**src/common/hex_dump_pkg.sv**
```systemverilog
`default_nettype none

package hex_dump_pkg;

  // Sample and text widths
  localparam int VALUE_BITS = 32;
  localparam int TAG_BITS   = 4;
  localparam int HEX_CHARS  = VALUE_BITS / 4;
  localparam int HEX_IDX_BITS = $clog2(HEX_CHARS);

  // Tag, colon, hex digits, CR, LF
  localparam int LINE_CHARS    = HEX_CHARS + 4;
  localparam int LINE_IDX_BITS = $clog2(LINE_CHARS);

  // Less than two lines deep
  localparam int FIFO_DEPTH    = 16;
  localparam int FIFO_PTR_BITS = $clog2(FIFO_DEPTH);
  localparam int FIFO_CNT_BITS = $clog2(FIFO_DEPTH + 1);

  // Short bit period keeps simulation fast
  localparam int CLKS_PER_BIT  = 8;
  localparam int BAUD_CNT_BITS = $clog2(CLKS_PER_BIT);

  typedef logic [7:0] ascii_t;

  localparam ascii_t ASCII_COLON = 8'h3a;
  localparam ascii_t ASCII_CR    = 8'h0d;
  localparam ascii_t ASCII_LF    = 8'h0a;

  typedef struct packed {
    logic [TAG_BITS-1:0]   tag;
    logic [VALUE_BITS-1:0] value;
  } sample_t;

  // Index 0 is the least significant nibble
  typedef ascii_t [HEX_CHARS-1:0] hex_text_t;

  typedef enum logic [1:0] {FMT_IDLE, FMT_CONVERT, FMT_EMIT} fmt_state_e;

  typedef enum logic [1:0] {TX_IDLE, TX_START, TX_DATA, TX_STOP} tx_state_e;

  // Upper case digits for 10 to 15
  function automatic ascii_t nibble_to_ascii(input logic [3:0] nibble);
    if (nibble < 4'd10) begin
      return "0" + ascii_t'(nibble);
    end
    return "A" + ascii_t'(nibble - 4'd10);
  endfunction

endpackage

`default_nettype wire

```
**src/line_formatter/hex_line_formatter.sv**
```systemverilog
`default_nettype none

module hex_line_formatter (
  input  wire                         clk,
  input  wire                         reset,
  input  wire                         sample_strobe,
  input  wire hex_dump_pkg::sample_t  sample,
  input  wire                         full,
  output logic                        push,
  output hex_dump_pkg::ascii_t        push_char,
  output logic                        busy,
  output logic                        sample_dropped
);
  import hex_dump_pkg::*;

  fmt_state_e               state;
  logic [LINE_IDX_BITS-1:0] char_idx;
  logic [TAG_BITS-1:0]      tag_q;
  logic                     convert_strobe;
  logic [VALUE_BITS-1:0]    convert_value;
  hex_text_t                hex_text;
  logic [HEX_IDX_BITS-1:0]  digit_sel;

  // Only an idle formatter takes a new sample
  assign convert_strobe = sample_strobe && (state == FMT_IDLE);
  assign busy           = (state != FMT_IDLE);
  assign push           = (state == FMT_EMIT) && !full;

  always_ff @(posedge clk) begin
    if (reset) begin
      state          <= FMT_IDLE;
      char_idx       <= '0;
      sample_dropped <= 1'b0;
    end else begin
      // Overrun samples only raise the drop pulse
      sample_dropped <= sample_strobe && (state != FMT_IDLE);
      case (state)
        FMT_IDLE: begin
          if (convert_strobe) begin
            state <= FMT_CONVERT;
          end
        end
        // hex_text is ready after this cycle
        FMT_CONVERT: begin
          state    <= FMT_EMIT;
          char_idx <= '0;
        end
        FMT_EMIT: begin
          if (push) begin
            if (char_idx == LINE_IDX_BITS'(LINE_CHARS - 1)) begin
              state    <= FMT_IDLE;
              char_idx <= '0;
            end else begin
              char_idx <= char_idx + 1'b1;
            end
          end
        end
        default: state <= FMT_IDLE;
      endcase
    end
  end

  // Accepted sample, held for the whole line
  always_ff @(posedge clk) begin
    if (reset) begin
      tag_q         <= '0;
      convert_value <= '0;
    end else if (convert_strobe) begin
      tag_q         <= sample.tag;
      convert_value <= sample.value;
    end
  end

  hex_ascii i_hex_ascii (
    .clk      (clk),
    .reset    (reset),
    .value    (convert_value),
    .hex_text (hex_text)
  );

  // Index 2 maps to the most significant digit
  assign digit_sel = HEX_IDX_BITS'(HEX_CHARS + 1 - int'(char_idx));

  always_comb begin
    case (char_idx)
      LINE_IDX_BITS'(0):              push_char = nibble_to_ascii(tag_q);
      LINE_IDX_BITS'(1):              push_char = ASCII_COLON;
      LINE_IDX_BITS'(LINE_CHARS - 2): push_char = ASCII_CR;
      LINE_IDX_BITS'(LINE_CHARS - 1): push_char = ASCII_LF;
      default:                        push_char = hex_text[digit_sel];
    endcase
  end

  a_idx_range: assert property (
    @(posedge clk) disable iff (reset) char_idx <= LINE_IDX_BITS'(LINE_CHARS - 1)
  );

endmodule

`default_nettype wire

```
**src/char_fifo.sv**
```systemverilog
`default_nettype none

module char_fifo (
  input  wire                        clk,
  input  wire                        reset,
  input  wire                        push,
  input  wire hex_dump_pkg::ascii_t  push_char,
  input  wire                        pop,
  output hex_dump_pkg::ascii_t       pop_char,
  output logic                       full,
  output logic                       empty
);
  import hex_dump_pkg::*;

  ascii_t                   mem [FIFO_DEPTH];
  logic [FIFO_PTR_BITS-1:0] wr_ptr;
  logic [FIFO_PTR_BITS-1:0] rd_ptr;
  logic [FIFO_CNT_BITS-1:0] count;

  assign full     = (count == FIFO_CNT_BITS'(FIFO_DEPTH));
  assign empty    = (count == '0);
  // Head entry visible without a read cycle
  assign pop_char = mem[rd_ptr];

  always_ff @(posedge clk) begin
    if (push) begin
      mem[wr_ptr] <= push_char;
    end
  end

  always_ff @(posedge clk) begin
    if (reset) begin
      wr_ptr <= '0;
      rd_ptr <= '0;
      count  <= '0;
    end else begin
      if (push) begin
        wr_ptr <= (wr_ptr == FIFO_PTR_BITS'(FIFO_DEPTH - 1)) ? '0 : wr_ptr + 1'b1;
      end
      if (pop) begin
        rd_ptr <= (rd_ptr == FIFO_PTR_BITS'(FIFO_DEPTH - 1)) ? '0 : rd_ptr + 1'b1;
      end
      // Simultaneous push and pop leave the count alone
      case ({push, pop})
        2'b10:   count <= count + 1'b1;
        2'b01:   count <= count - 1'b1;
        default: count <= count;
      endcase
    end
  end

  a_no_overflow: assert property (
    @(posedge clk) disable iff (reset) full |-> !push
  );

  a_no_underflow: assert property (
    @(posedge clk) disable iff (reset) empty |-> !pop
  );

endmodule

`default_nettype wire

```
**src/hex_ascii.sv**
```systemverilog
`default_nettype none

module hex_ascii (
  input  wire                                   clk,
  input  wire                                   reset,
  input  wire [hex_dump_pkg::VALUE_BITS-1:0]    value,
  output hex_dump_pkg::hex_text_t               hex_text
);
  import hex_dump_pkg::*;

  // One character per nibble, registered
  always_ff @(posedge clk) begin
    if (reset) begin
      hex_text <= '0;
    end else begin
      for (int i = 0; i < HEX_CHARS; i++) begin
        hex_text[i] <= nibble_to_ascii(value[i*4 +: 4]);
      end
    end
  end

  // Every byte is either cleared or a legal hex digit
  for (genvar g = 0; g < HEX_CHARS; g++) begin : g_char_check
    a_hex_char: assert property (
      @(posedge clk) disable iff (reset)
      (hex_text[g] == 8'h00) ||
      (hex_text[g] inside {["0":"9"], ["A":"F"]})
    );
  end

endmodule

`default_nettype wire

```
**src/hex_dump_uart.sv**
```systemverilog
`default_nettype none

module hex_dump_uart (
  input  wire                         clk,
  input  wire                         reset,
  input  wire                         sample_strobe,
  input  wire hex_dump_pkg::sample_t  sample,
  output logic                        tx,
  output logic                        busy,
  output logic                        sample_dropped
);
  import hex_dump_pkg::*;

  // Formatter to buffer
  logic   push;
  ascii_t push_char;
  logic   full;

  // Buffer to transmitter
  logic   pop;
  ascii_t pop_char;
  logic   empty;

  hex_line_formatter i_hex_line_formatter (
    .clk            (clk),
    .reset          (reset),
    .sample_strobe  (sample_strobe),
    .sample         (sample),
    .full           (full),
    .push           (push),
    .push_char      (push_char),
    .busy           (busy),
    .sample_dropped (sample_dropped)
  );

  char_fifo i_char_fifo (
    .clk       (clk),
    .reset     (reset),
    .push      (push),
    .push_char (push_char),
    .pop       (pop),
    .pop_char  (pop_char),
    .full      (full),
    .empty     (empty)
  );

  uart_tx i_uart_tx (
    .clk      (clk),
    .reset    (reset),
    .empty    (empty),
    .pop_char (pop_char),
    .pop      (pop),
    .tx       (tx)
  );

endmodule

`default_nettype wire

```
**src/uart/uart_tx.sv**
```systemverilog
`default_nettype none

module uart_tx (
  input  wire                        clk,
  input  wire                        reset,
  input  wire                        empty,
  input  wire hex_dump_pkg::ascii_t  pop_char,
  output logic                       pop,
  output logic                       tx
);
  import hex_dump_pkg::*;

  tx_state_e                          state;
  logic [BAUD_CNT_BITS-1:0]           baud_cnt;
  logic [$clog2($bits(ascii_t))-1:0]  bit_idx;
  ascii_t                             shift_q;
  logic                               bit_end;

  // Grab the head character as soon as the line is free
  assign pop     = (state == TX_IDLE) && !empty;
  assign bit_end = (baud_cnt == BAUD_CNT_BITS'(CLKS_PER_BIT - 1));

  always_ff @(posedge clk) begin
    if (reset) begin
      state    <= TX_IDLE;
      baud_cnt <= '0;
      bit_idx  <= '0;
      tx       <= 1'b1;
    end else begin
      baud_cnt <= (state == TX_IDLE || bit_end) ? '0 : baud_cnt + 1'b1;
      case (state)
        TX_IDLE: begin
          if (pop) begin
            state <= TX_START;
            tx    <= 1'b0;
          end
        end
        TX_START: begin
          if (bit_end) begin
            state   <= TX_DATA;
            bit_idx <= '0;
            tx      <= shift_q[0];
          end
        end
        // LSB first
        TX_DATA: begin
          if (bit_end) begin
            if (bit_idx == $bits(bit_idx)'($bits(ascii_t) - 1)) begin
              state <= TX_STOP;
              tx    <= 1'b1;
            end else begin
              bit_idx <= bit_idx + 1'b1;
              tx      <= shift_q[0];
            end
          end
        end
        TX_STOP: begin
          if (bit_end) begin
            state <= TX_IDLE;
          end
        end
        default: state <= TX_IDLE;
      endcase
    end
  end

  // Remaining data bits, next one at bit 0
  always_ff @(posedge clk) begin
    if (pop) begin
      shift_q <= pop_char;
    end else if (bit_end && (state == TX_START || state == TX_DATA)) begin
      shift_q <= shift_q >> 1;
    end
  end

  a_idle_high: assert property (
    @(posedge clk) disable iff (reset) (state == TX_IDLE) |-> tx
  );

endmodule

`default_nettype wire
```
**config.mk**
```make
export PLATFORM = sky130hd
export DESIGN_NAME = hex_dump_uart
export DESIGN_NICKNAME = d
export VERILOG_FILES = /design/src/common/hex_dump_pkg.sv /design/src/line_formatter/hex_line_formatter.sv /design/src/char_fifo.sv /design/src/hex_ascii.sv /design/src/hex_dump_uart.sv /design/src/uart/uart_tx.sv
export SDC_FILE = /design/constraint.sdc
export NUM_CORES = 1
export LEC_CHECK = 0
export ABC_AREA = 1
export ABC_CLOCK_PERIOD_IN_PS = 3000
export BUFFER_PORTS_ARGS = -buffer_cell sky130_fd_sc_hd__buf_4
export CAP_MARGIN = 15
export CORE_UTILIZATION = 23
export CTS_CLUSTER_SIZE = 28
export DETAILED_ROUTE_END_ITERATION = 6
export HOLD_SLACK_MARGIN = 0.03
export PLACE_DENSITY = 0.41
export SYNTH_ARGS = -nofsm -noshare
export SYNTH_HDL_FRONTEND = slang
export SYNTH_SLANG_ARGS = --single-unit
```
**constraint.sdc**
```tcl
create_clock -name clk -period 3 [get_ports clk]
set_clock_uncertainty 0.1 [all_clocks]
set_input_delay 0.3 -clock clk [delete_from_list [all_inputs] [get_ports clk]]
set_output_delay 0.3 -clock clk [all_outputs]
set_load 0.05 [all_outputs]
```
==> results by group, run 1 <==
Run status
  – Status: finished clean

Worst setup path
  – Worst reg2reg path startpoint: i_uart_tx.state[0]
  – Setup CP Type: reg2reg
  – Critical path data required time: 3310 ps
  – Critical Path AT: 2600 ps
  – Setup crit start: i_uart_tx.state[0]
  – Worst Setup End Kind: register
  – CP Launch Type: register
  – CP Max Fanout: 5

Route
  – ANT nets after route: 0
  – Via-to-Cell Ratio: 4.200
  – WL per Instance: 14.05 um
  – DRC viols: 0
  – DRT Pass-1 Iters: 4
  – Total wire length: 28120 um
  – Total number of vias: 8405
  – Initial DRC Count: 370

CTS
  – H-tree levels: 1
  – Clk sinks: 244
  – Num CTS Buffers: 29
  – Root Driver: clkbuf_16
  – Clk_lat worst skew: 550 ps
  – Maximum clock path buffer count: 3
  – TritonCTS clock tree: done
  – Reg clk slew, reported paths: 60 ps

Synthesis
  – Synth Register Bits: 244
  – Largest cells by area after synthesis: edfxtp_1 32%, dfxtp_1 22%, nand2_1 8.0%
  – Commonest cells post-synth: 240 x nand2_1, 178 x nor2_1, 137 x o21ai_0
  – Async S/R FF share, synth: 0
  – Synth Flop Type: dfxtp_1
  – Post-Syn Area: 11260 um^2
  – Syn. warnings: 0
  – Cell with the most instances after synthesis: nand2_1
  – Synth Area per Inst: 8.814 um^2
  – Synth cell types: 36
  – Syn Nets: 1374
  – Synth top area share: 0.3175
  – Sequential area share after synthesis: 0.5398
  – Area leader, netlist: edfxtp_1
  – Post-synthesis cell count: 1277
  – Post-synth EDFFs: 119

Floorplan
  – Full die area: 49830 um^2
  – Die W: 223.2 um
  – Core ar.: 48050 um^2
  – Starting Density: 0.2343
  – Die Height: 223.2 um
  – I/O pins: 42
  – Core Rows: 80

Global route
  – Largest net degree at the start of global routing: 47
  – Gr ovfl total: 0
  – Initial antenna violation count: 0
  – Vias in the first global route: 8457
  – First-pass GRT wire length: 45980 um
  – Total GRT Usage: 0.1155

Timing
  – Final critical-path share of the clock period: 0.7631
  – Max Clk Rate: 436.8 MHz
  – TNS Setup: 0 ps
  – # setup viols final: 0
  – Fin crit period: 2289 ps
  – RSZ-0062 raised after global routing: false
  – Slew HR: 0.3414
  – Slew Viols, Final: 0
  – Slew @ Worst Pin: 977.5 ps
  – Final Hold Fails: 0

Power
  – Leakage power: 5.566 nW
  – Switch Pwr: 2.981 mW
  – Tot Pwr: 9.341 mW
  – Power share of the clock group: 0.338
  – Cell internal pwr: 6.360 mW
  – Sw Share: 0.3191
  – Max IR drop VDD: 0.4034 mV
  – Power Dens Cells: 692.3 nW/um^2
  – Gate power share: 0.237
  – Sequential power share: 0.425

Final layout
  – Design area: 13490 um^2
  – Layout cells sized above 1: 0.08953
  – Core Util, Final: 0.2809
  – Layout area overhead: 19.89%
  – Final cell count without fillers: 2001
  – Layout fillers: 5164
  – Final #Nets: 1461

Placed design
  – DP Wirelength: 19120 um
  – Dpl cell area: 12280 um^2
  – Port bufs: 41
  – Placed cell count: 1911
  – RePlAce Congestion: 0.8160

Worst hold path
  – Min-delay worst type: in2reg
  – Hold Startpoint: reset

Job
  – Max Cap Viol: 0
## flip-flops by register name, summed over array words and instances, names as in the netlist, named ones only
register	count
i_hex_line_formatter.convert_value	32
i_uart_tx.tx	1
i_hex_line_formatter.i_hex_ascii.hex_text	56
i_char_fifo.count	5
i_hex_line_formatter.char_idx	4
i_uart_tx.state	2
i_hex_line_formatter.state	2
i_char_fifo.mem	112
i_char_fifo.wr_ptr	4
i_char_fifo.rd_ptr	4
i_uart_tx.baud_cnt	3
i_hex_line_formatter.tag_q	4
i_uart_tx.bit_idx	3
i_hex_line_formatter.sample_dropped	1
i_uart_tx.shift_q	7
## power by group through the flow
stage	clock network [mW]	registers, mW	logic, mW
6_report	3.16	3.97	2.21
5_1_grt	3.41	4.00	2.56
4_1_cts	3.29	3.98	2.27
3_5_place_dp	0	4.04	2.22
3_3_place_gp	0	4.04	2.21
2_1_floorplan	0	3.98	1.62
## path summary, 6_finish.rpt
kind                                         endpoint  slack (ps)  depth (start not counted)
worst max-delay path             i_char_fifo.count[4]         710                         15
worst min-delay path                     i_uart_tx.tx          60                          3
worst max register to register   i_char_fifo.count[4]         710                         15
worst min register to register  i_uart_tx.baud_cnt[0]         330                          1
## metrics by stage
stage / hold WS [ps] / setup slack [ps]
after global placement: 309.3 / 750.0
after global routing: 92.40 / 412.2
final: 62.84 / 710.8
after floorplan: 299.2 / 776.1
after CTS: 38.64 / 685.3
after detailed placement: 329.2 / 696.9
## cell families (layout without fill, tap and decap cells)
logic type               Yosys count  after routing  synth area share
AO/OA/AOI/OAI                    231            231            0.1086
XOR/XNOR                          32             32           0.02490
adder cells (fa/ha/maj)           58             58           0.06447
buffers and inverters            180            288           0.06814
flip-flops                       244            244            0.5398
other                              0              1                 0
AND/OR/NAND/NOR                  532            532            0.1941
## final cells by class
| cell class | instances | area, um^2 | area share |
|---|---|---|---|
| flip-flops and latches | 244 | 6077 | 0.4503 |
| multi-input cells | 853 | 4413 | 0.3270 |
| repair buffers | 106 | 900.9 | 0.06676 |
| well taps | 615 | 769.5 | 0.05702 |
| clock buffers | 37 | 765.7 | 0.05675 |
| inverters | 130 | 488.0 | 0.03616 |
| clock inverters | 15 | 77.57 | 0.005749 |
| diodes | 1 | 2.502 | 0.0001854 |
## cell usage in the layout, fill, tap and decap left out, types with 2 or more instances in the layout
cell type / n
clkinv_2: 10
clkinv_1: 4
nor3_1: 6
edfxtp_1: 119
buf_4: 68
nand3_1: 89
o221ai_1: 3
dfxtp_1: 124
clkbuf_1: 7
nand3b_1: 9
a21oi_1: 68
inv_2: 6
o211ai_1: 14
a21boi_0: 2
inv_1: 123
dlygate4sd3_1: 37
ha_1: 58
nand4_1: 5
xnor2_1: 16
nor2_2: 2
nor2_1: 178
nand2_1: 240
o21ai_0: 137
clkbuf_16: 29
xor2_1: 16
## critical path, cell delays in order, from the launching register on
cell and delay (ps):
dfxtp_1 360, inv_1 90, ha_1 270, nand2_1 110
inv_1 60, ha_1 270, xor2_1 190, ha_1 210
inv_1 50, nand2_1 70, nand3_1 110, nand2_1 60
nand2_1 50, nand2_1 40, nand2_1 50, a21oi_1 50
## timing repair
item	4_1_cts	5_1_grt
gates resized for setup	0	0
setup buffers	0	0
endpoints found under the hold margin	37	0
hold buffers	37	0
## routing by layer
layer  vias to the layer above  wire length [um]  GRT usage
met1                      3870             13880     0.1564
met4                         0               588    0.02981
met2                        94             12880     0.1906
met3                        41               771    0.01857
met5                         -                 0          0
li1                       4400                 -          -
Power figures use the tool's default switching activity.
==> inputs of run 2 (changes only) <==
- ABC_AREA: 1 -> 0
- ABC_CLOCK_PERIOD_IN_PS: 3000 -> 2000
- PLACE_DENSITY: 0.41 -> 0.42
- clock period: 3 -> 2 ns (I/O delays scaled with it)
==> run 2 against run 1 <==
Net effect: combinational power grew 100%; worst setup slack worse by 1200 ps; clock power is 86% higher; utilization up 3.9 points; sequential power is 48% higher; first-iteration DRC count rose by 19%; fmax down 8.8%; die area is 1.7% lower; clock-buffer cell count fell by 2; critical path depth down 5; the flow now finishes with violations (setup timing); power increased by 74%.
==> results by group, run 2 <==
Synthesis
  – Synth Register Bits: 244
  – Post-synth EDFFs: 119
  – Syn Nets: 1040
  – Commonest cells post-synth: 127 x nand2_1, 125 x dfxtp_1, 119 x edfxtp_1
  – Synth cell types: 57
  – Area leader, netlist: edfxtp_1
  – Synth Flop Type: dfxtp_1
  – Sequential area share after synthesis: 0.5493
  – Async S/R FF share, synth: 0
  – Post-Syn Area: 11060 um^2
  – Cell with the most instances after synthesis: nand2_1
  – Post-synthesis cell count: 943
  – Largest cells by area after synthesis: edfxtp_1 32%, dfxtp_1 23%, mux4_2 8.6%
  – Synth top area share: 0.3231
  – Synth Area per Inst: 11.73 um^2
  – Syn. warnings: 0

Worst setup path
  – Critical Path AT: 2900 ps
  – CP Launch Type: register
  – Setup CP Type: reg2reg
  – CP Max Fanout: 4
  – Critical path data required time: 2390 ps
  – Worst Setup End Kind: register

Global route
  – Grt met2 use: 0.1907
  – GRT busiest layer: met2
  – First-pass GRT wire length: 43040 um
  – Vias in the first global route: 7559
  – Largest net degree at the start of global routing: 58
  – Met1 usage: 0.1461
  – Gr ovfl total: 0
  – M3 GR Usage: 0.01859
  – Initial antenna violation count: 0
  – Total GRT Usage: 0.1112

Floorplan
  – Starting Density: 0.2356
  – Die W: 221.3 um
  – Core Rows: 79
  – Die Height: 221.3 um
  – Core ar.: 46950 um^2
  – Full die area: 48970 um^2
  – I/O pins: 42

Final layout
  – N_diodes: 0
  – Layout fillers: 4724
  – Most common cell after layout, fill and taps aside: nand2_1
  – Largest registers in the final layout: i_char_fifo.mem x112, i_hex_line_formatter.i_hex_ascii.hex_text x56, i_hex_line_formatter.convert_value x32
  – Reg with most FFs: i_char_fifo.mem
  – Most frequent cells in the layout: 124 x nand2_1, 120 x dfxtp_1, 119 x edfxtp_1
  – Layout area overhead: 35.81%
  – Largest register FFs: 112
  – Final #Nets: 1205
  – Layout cells sized above 1: 0.2814
  – Core Util, Final: 0.3199

CTS
  – Root Driver: clkbuf_16
  – TritonCTS clock tree: done
  – Clk sinks: 244
  – Num CTS Buffers: 28
  – Clk_lat worst skew: 550 ps
  – H-tree levels: 1
  – Maximum clock path buffer count: 3
  – Reg clk slew, reported paths: 60 ps

Power
  – Cell internal pwr: 11.78 mW
  – Power share of the clock group: 0.362
  – Sw Share: 0.2769
  – Gate power share: 0.277
  – Sequential power share: 0.361
  – Leakage power: 5.537 nW
  – Max IR drop VDD: 0.7721 mV
  – Switch Pwr: 4.511 mW
  – Power Dens Cells: 1085 nW/um^2

Route
  – DRC viols: 0
  – WL per Instance: 15.38 um
  – ANT nets after route: 0
  – DRT Pass-1 Iters: 4
  – Via-to-Cell Ratio: 4.260
  – Total wire length: 26710 um
  – Total number of vias: 7399
  – Initial DRC Count: 440

Timing
  – Slew Viols, Final: 0
  – Fin crit period: 2510 ps
  – Slew HR: 0.6345
  – TNS Setup: -17430 ps
  – Slew @ Worst Pin: 547.6 ps
  – Max Clk Rate: 398.4 MHz
  – Final Hold Fails: 0
  – RSZ-0062 raised after global routing: true
  – # setup viols final: 121
  – Final critical-path share of the clock period: 1.255
  – Worst setup margin: -509.9 ps

Placed design
  – Pre-CTS WS: -560.7 ps
  – DP Wirelength: 17650 um
  – RePlAce Congestion: 0.7470
  – Port bufs: 41

Job
  – Max Cap Viol: 0

Run status
  – Failing checks: setup timing
  – Status: finished, violations left

Worst hold path
  – Min-delay worst type: reg2reg
-- run 2: changes by cell type after synthesis, sizes merged, moves of 36 or more --
cell   change
nand3     -75
mux4      +42
o21ai    -118
mux2i     +36
nor2     -112
nand2    -114
inv       -89
-- run 2: cells by family after synthesis --
group / share of synthesized area
compound gates: 0.08892
xor+xnor: 0.03247
fa+ha+maj: 0.06561
buf+inv: 0.03654
flops: 0.5493
mux: 0.1201
simple gates: 0.1070
-- run 2: path summary, 6_finish.rpt --
path / from / endpoint / slack [ps] / depth (start not counted)
worst min register to register: i_uart_tx.baud_cnt[0] / i_uart_tx.baud_cnt[0] / 340 / 1
worst min-delay path: i_uart_tx.baud_cnt[0] / i_uart_tx.baud_cnt[0] / 340 / 1
worst max-delay path: i_char_fifo.count[3] / i_char_fifo.count[2] / -510 / 10
worst max register to register: i_char_fifo.count[3] / i_char_fifo.count[2] / -510 / 10
-- run 2: final cells by class --
| type | instances | area, um^2 | share of cell area |
|---|---|---|---|
| clock buffers | 35 | 788.3 | 0.05247 |
| well taps | 607 | 759.5 | 0.05056 |
| inverters | 40 | 157.7 | 0.01049 |
| multi-input cells | 604 | 5006 | 0.3333 |
| flip-flops and latches | 244 | 6090 | 0.4054 |
| clock inverters | 17 | 299.0 | 0.01991 |
| repair buffers | 190 | 1922 | 0.1279 |
-- run 2: power groups by stage --
| stage | sequential (mW) | combinational [mW] | clock, mW |
|---|---|---|---|
| 2_1_floorplan | 5.92 | 2.68 | 0 |
| 5_1_grt | 5.93 | 4.97 | 6.27 |
| 4_1_cts | 5.89 | 4.44 | 6.07 |
| 3_5_place_dp | 5.97 | 3.88 | 0 |
| 3_3_place_gp | 5.97 | 3.87 | 0 |
| 6_report | 5.88 | 4.52 | 5.89 |
-- run 2: metrics by stage --
step	instances	power (mW)	cell area [um^2]	hold slack, ps
floorplan	943	8.593	11280	236.0
global placement	1616	9.838	12770	324.7
detailed placement	1616	9.849	12770	327.9
CTS	1731	16.40	14900	311.8
global route	1737	17.18	15020	336.6
finish	1737	16.29	15020	335.5
-- run 2: timing repair --
item,4_1_cts,5_1_grt
setup endpoints to repair,206,215
resized for setup,73,24
gates cloned,6,0
hold buffers,38,0
buffers inserted,21,7
hold endpoints to repair,46,0
pin swaps,22,19
-- run 2: critical path, stage by stage (launching register included) --
cell     delay [ps]
dfxtp_2         320
or4_4           550
o21ai_4         200
inv_4            60
ha_4            180
xor2_2          160
ha_2            230
a21oi_2          50
xor2_1          160
or3_1           300
a21oi_1         130
-- run 2: routing by layer --
layer,vias to the layer above,routed length (um),part of all wire
met1,3553,12270,0.46
met5,-,0,0
met2,87,12920,0.48
met3,36,1033,0.039
met4,0,491,0.018
li1,3723,-,-
==> inputs of run 3 (changes only) <==
- ABC_CLOCK_PERIOD_IN_PS: 2000 -> 2400
- PLACE_DENSITY: 0.42 -> 0.41
- clock period: 2 -> 2.4 ns (I/O delays scaled with it)
==> run 3 against run 2 <==
Net effect: the run still ends with setup timing left; final cell count decreased by 3.4%; first-iteration DRC count fell by 33%; global-route usage shrank 0.62 points; critical path type unchanged; hold slack improved by 3.8 ps; final area down 7.9%; clock power fell by 25%.
==> results by group, run 3 (synthesized netlist as in run 2, its figures left out) <==
Run status
  – Status: finished, violations left
  – Failing checks: setup timing

Power
  – Sequential power share: 0.391
  – Sw Share: 0.2853
  – Power Dens Cells: 904.7 nW/um^2
  – Max IR drop VDD: 0.4024 mV
  – Leakage power: 5.013 nW
  – Gate power share: 0.255
  – Tot Pwr: 12.52 mW
  – Switch Pwr: 3.572 mW
  – Power share of the clock group: 0.354
  – Cell internal pwr: 8.948 mW

Final layout
  – Largest registers in the final layout: i_char_fifo.mem x112, i_hex_line_formatter.i_hex_ascii.hex_text x56, i_hex_line_formatter.convert_value x32
  – Layout area overhead: 25.11%
  – Design area: 13840 um^2
  – Reg with most FFs: i_char_fifo.mem
  – Layout cells sized above 1: 0.1998
  – N_diodes: 0
  – Largest register FFs: 112
  – Most common cell after layout, fill and taps aside: nand2_1
  – Most frequent cells in the layout: 127 x nand2_1, 122 x dfxtp_1, 119 x edfxtp_1
  – Final #Nets: 1146

Global route
  – Largest net degree at the start of global routing: 96
  – Total GRT Usage: 0.1050
  – Gr ovfl total: 0
  – Initial antenna violation count: 0
  – First-pass GRT wire length: 41060 um
  – Vias in the first global route: 7447

CTS
  – Num CTS Buffers: 28
  – Root Driver: clkbuf_16
  – Clk sinks: 244
  – Maximum clock path buffer count: 3
  – H-tree levels: 1
  – Reg clk slew, reported paths: 60 ps
  – TritonCTS clock tree: done
  – Clk_lat worst skew: 560 ps

Worst setup path
  – Crit-path cells: or4_4, o21ai_4, inv_4, ha_4, ha_4, inv_2, or3_1, a221o_1, o221ai_1
  – Critical path's slowest cell: or4_4
  – Worst Setup End Kind: register
  – Most common cell type on the critical path: ha_4
  – Setup CP Type: reg2reg
  – CP Launch Type: register
  – CP Max Fanout: 4
  – Crit-path max cell delay: 550 ps
  – Critical Path AT: 2820 ps
  – Critical path data required time: 2780 ps

Route
  – Total wire length: 25330 um
  – WL per Instance: 15.09 um
  – DRT Pass-1 Iters: 4
  – DRC viols: 0
  – Via-to-Cell Ratio: 4.282
  – Total number of vias: 7186
  – ANT nets after route: 0
  – Initial DRC Count: 297

Placed design
  – Pre-CTS WS: -187.8 ps
  – Port bufs: 41
  – Dpl cell area: 12360 um^2
  – DP Wirelength: 16890 um
  – RePlAce Congestion: 0.7182

Timing
  – Slew HR: 0.4921
  – # setup viols final: 3
  – Fin crit period: 2444 ps
  – Slew @ Worst Pin: 759.0 ps
  – Final Hold Fails: 0
  – Final critical-path share of the clock period: 1.019
  – Slew Viols, Final: 0
  – RSZ-0062 raised after global routing: true
  – Worst setup margin: -44.40 ps
  – Max Clk Rate: 409.1 MHz

Floorplan
  – Full die area: 48970 um^2
  – Starting Density: 0.2356
  – Die W: 221.3 um
  – Core ar.: 46950 um^2
  – I/O pins: 42
  – Die Height: 221.3 um
  – Core Rows: 79

Worst hold path
  – Min-delay worst type: reg2reg

Job
  – Max Cap Viol: 0
==> run 3: cell count changes in the layout (fill, tap and decap cells not counted), sizes merged <==
cell / delta
buf: -55
bufinv: -4
clkbuf: +1
clkinv: +1
clkinvlp: -1
o21ai: -1
==> run 3: layout make-up <==
type	count	area (um^2)
inverters	40	152.6
clock buffers	39	802.0
flip-flops and latches	244	6080
well taps	607	759.5
repair buffers	132	1177
fillers	4819	33110
multi-input cells	603	4690
clock inverters	13	177.7
==> run 3: path summary, 6_finish.rpt <==
kind,start,to,slack (ps),depth (start not counted)
worst max-delay path,i_char_fifo.count[3],i_char_fifo.count[3],-40,9
worst min register to register,i_uart_tx.baud_cnt[0],i_uart_tx.baud_cnt[0],340,1
worst min-delay path,i_uart_tx.baud_cnt[0],i_uart_tx.baud_cnt[0],340,1
worst max register to register,i_char_fifo.count[3],i_char_fifo.count[3],-40,9
==> run 3: worst max-delay path, delay by kind of cell, from the launching register on <==
family,cells,cell delay [ps]
flops,1,310
compound gates,3,500
fa+ha+maj,2,450
simple gates,2,900
buf+inv,2,90
==> run 3: through the flow <==
step	util	instances	hold slack, ps	setup TNS (ps)
5_1_grt	0.2947	1678	362.0	-440.2
2_1_floorplan	-	943	276.0	-862.2
3_3_place_gp	0.2632	1581	326.8	-392.3
4_1_cts	0.2935	1674	338.5	-103.9
3_5_place_dp	0.2632	1581	327.2	-421.9
6_report	0.2947	1678	339.3	-96.34
==> run 3: metal layers <==
metal | up-vias | routed length [um] | GRT usage
li1 | 3591 | - | -
met1 | 3482 | 11730 | 0.1357
met2 | 82 | 12440 | 0.1820
met3 | 31 | 695 | 0.01713
met4 | 0 | 466 | 0.02527
met5 | - | 0 | 0
==> run 3: power by group through the flow <==
stage | registers (mW) | clock network (mW) | logic, mW
finish | 4.89 | 4.43 | 3.19
global route | 4.93 | 4.76 | 3.56
CTS | 4.90 | 4.59 | 3.20
detailed placement | 4.98 | 0 | 3.05
global placement | 4.98 | 0 | 3.04
floorplan | 4.93 | 0 | 2.21
==> run 3: timing repair <==
item | CTS | global route
resized for setup | 9 | 7
buffers inserted | 3 | 4
endpoints found under the setup margin | 3 | 58
pin swaps | 5 | 3
hold buffers | 38 | 0
hold endpoints to repair | 48 | 0
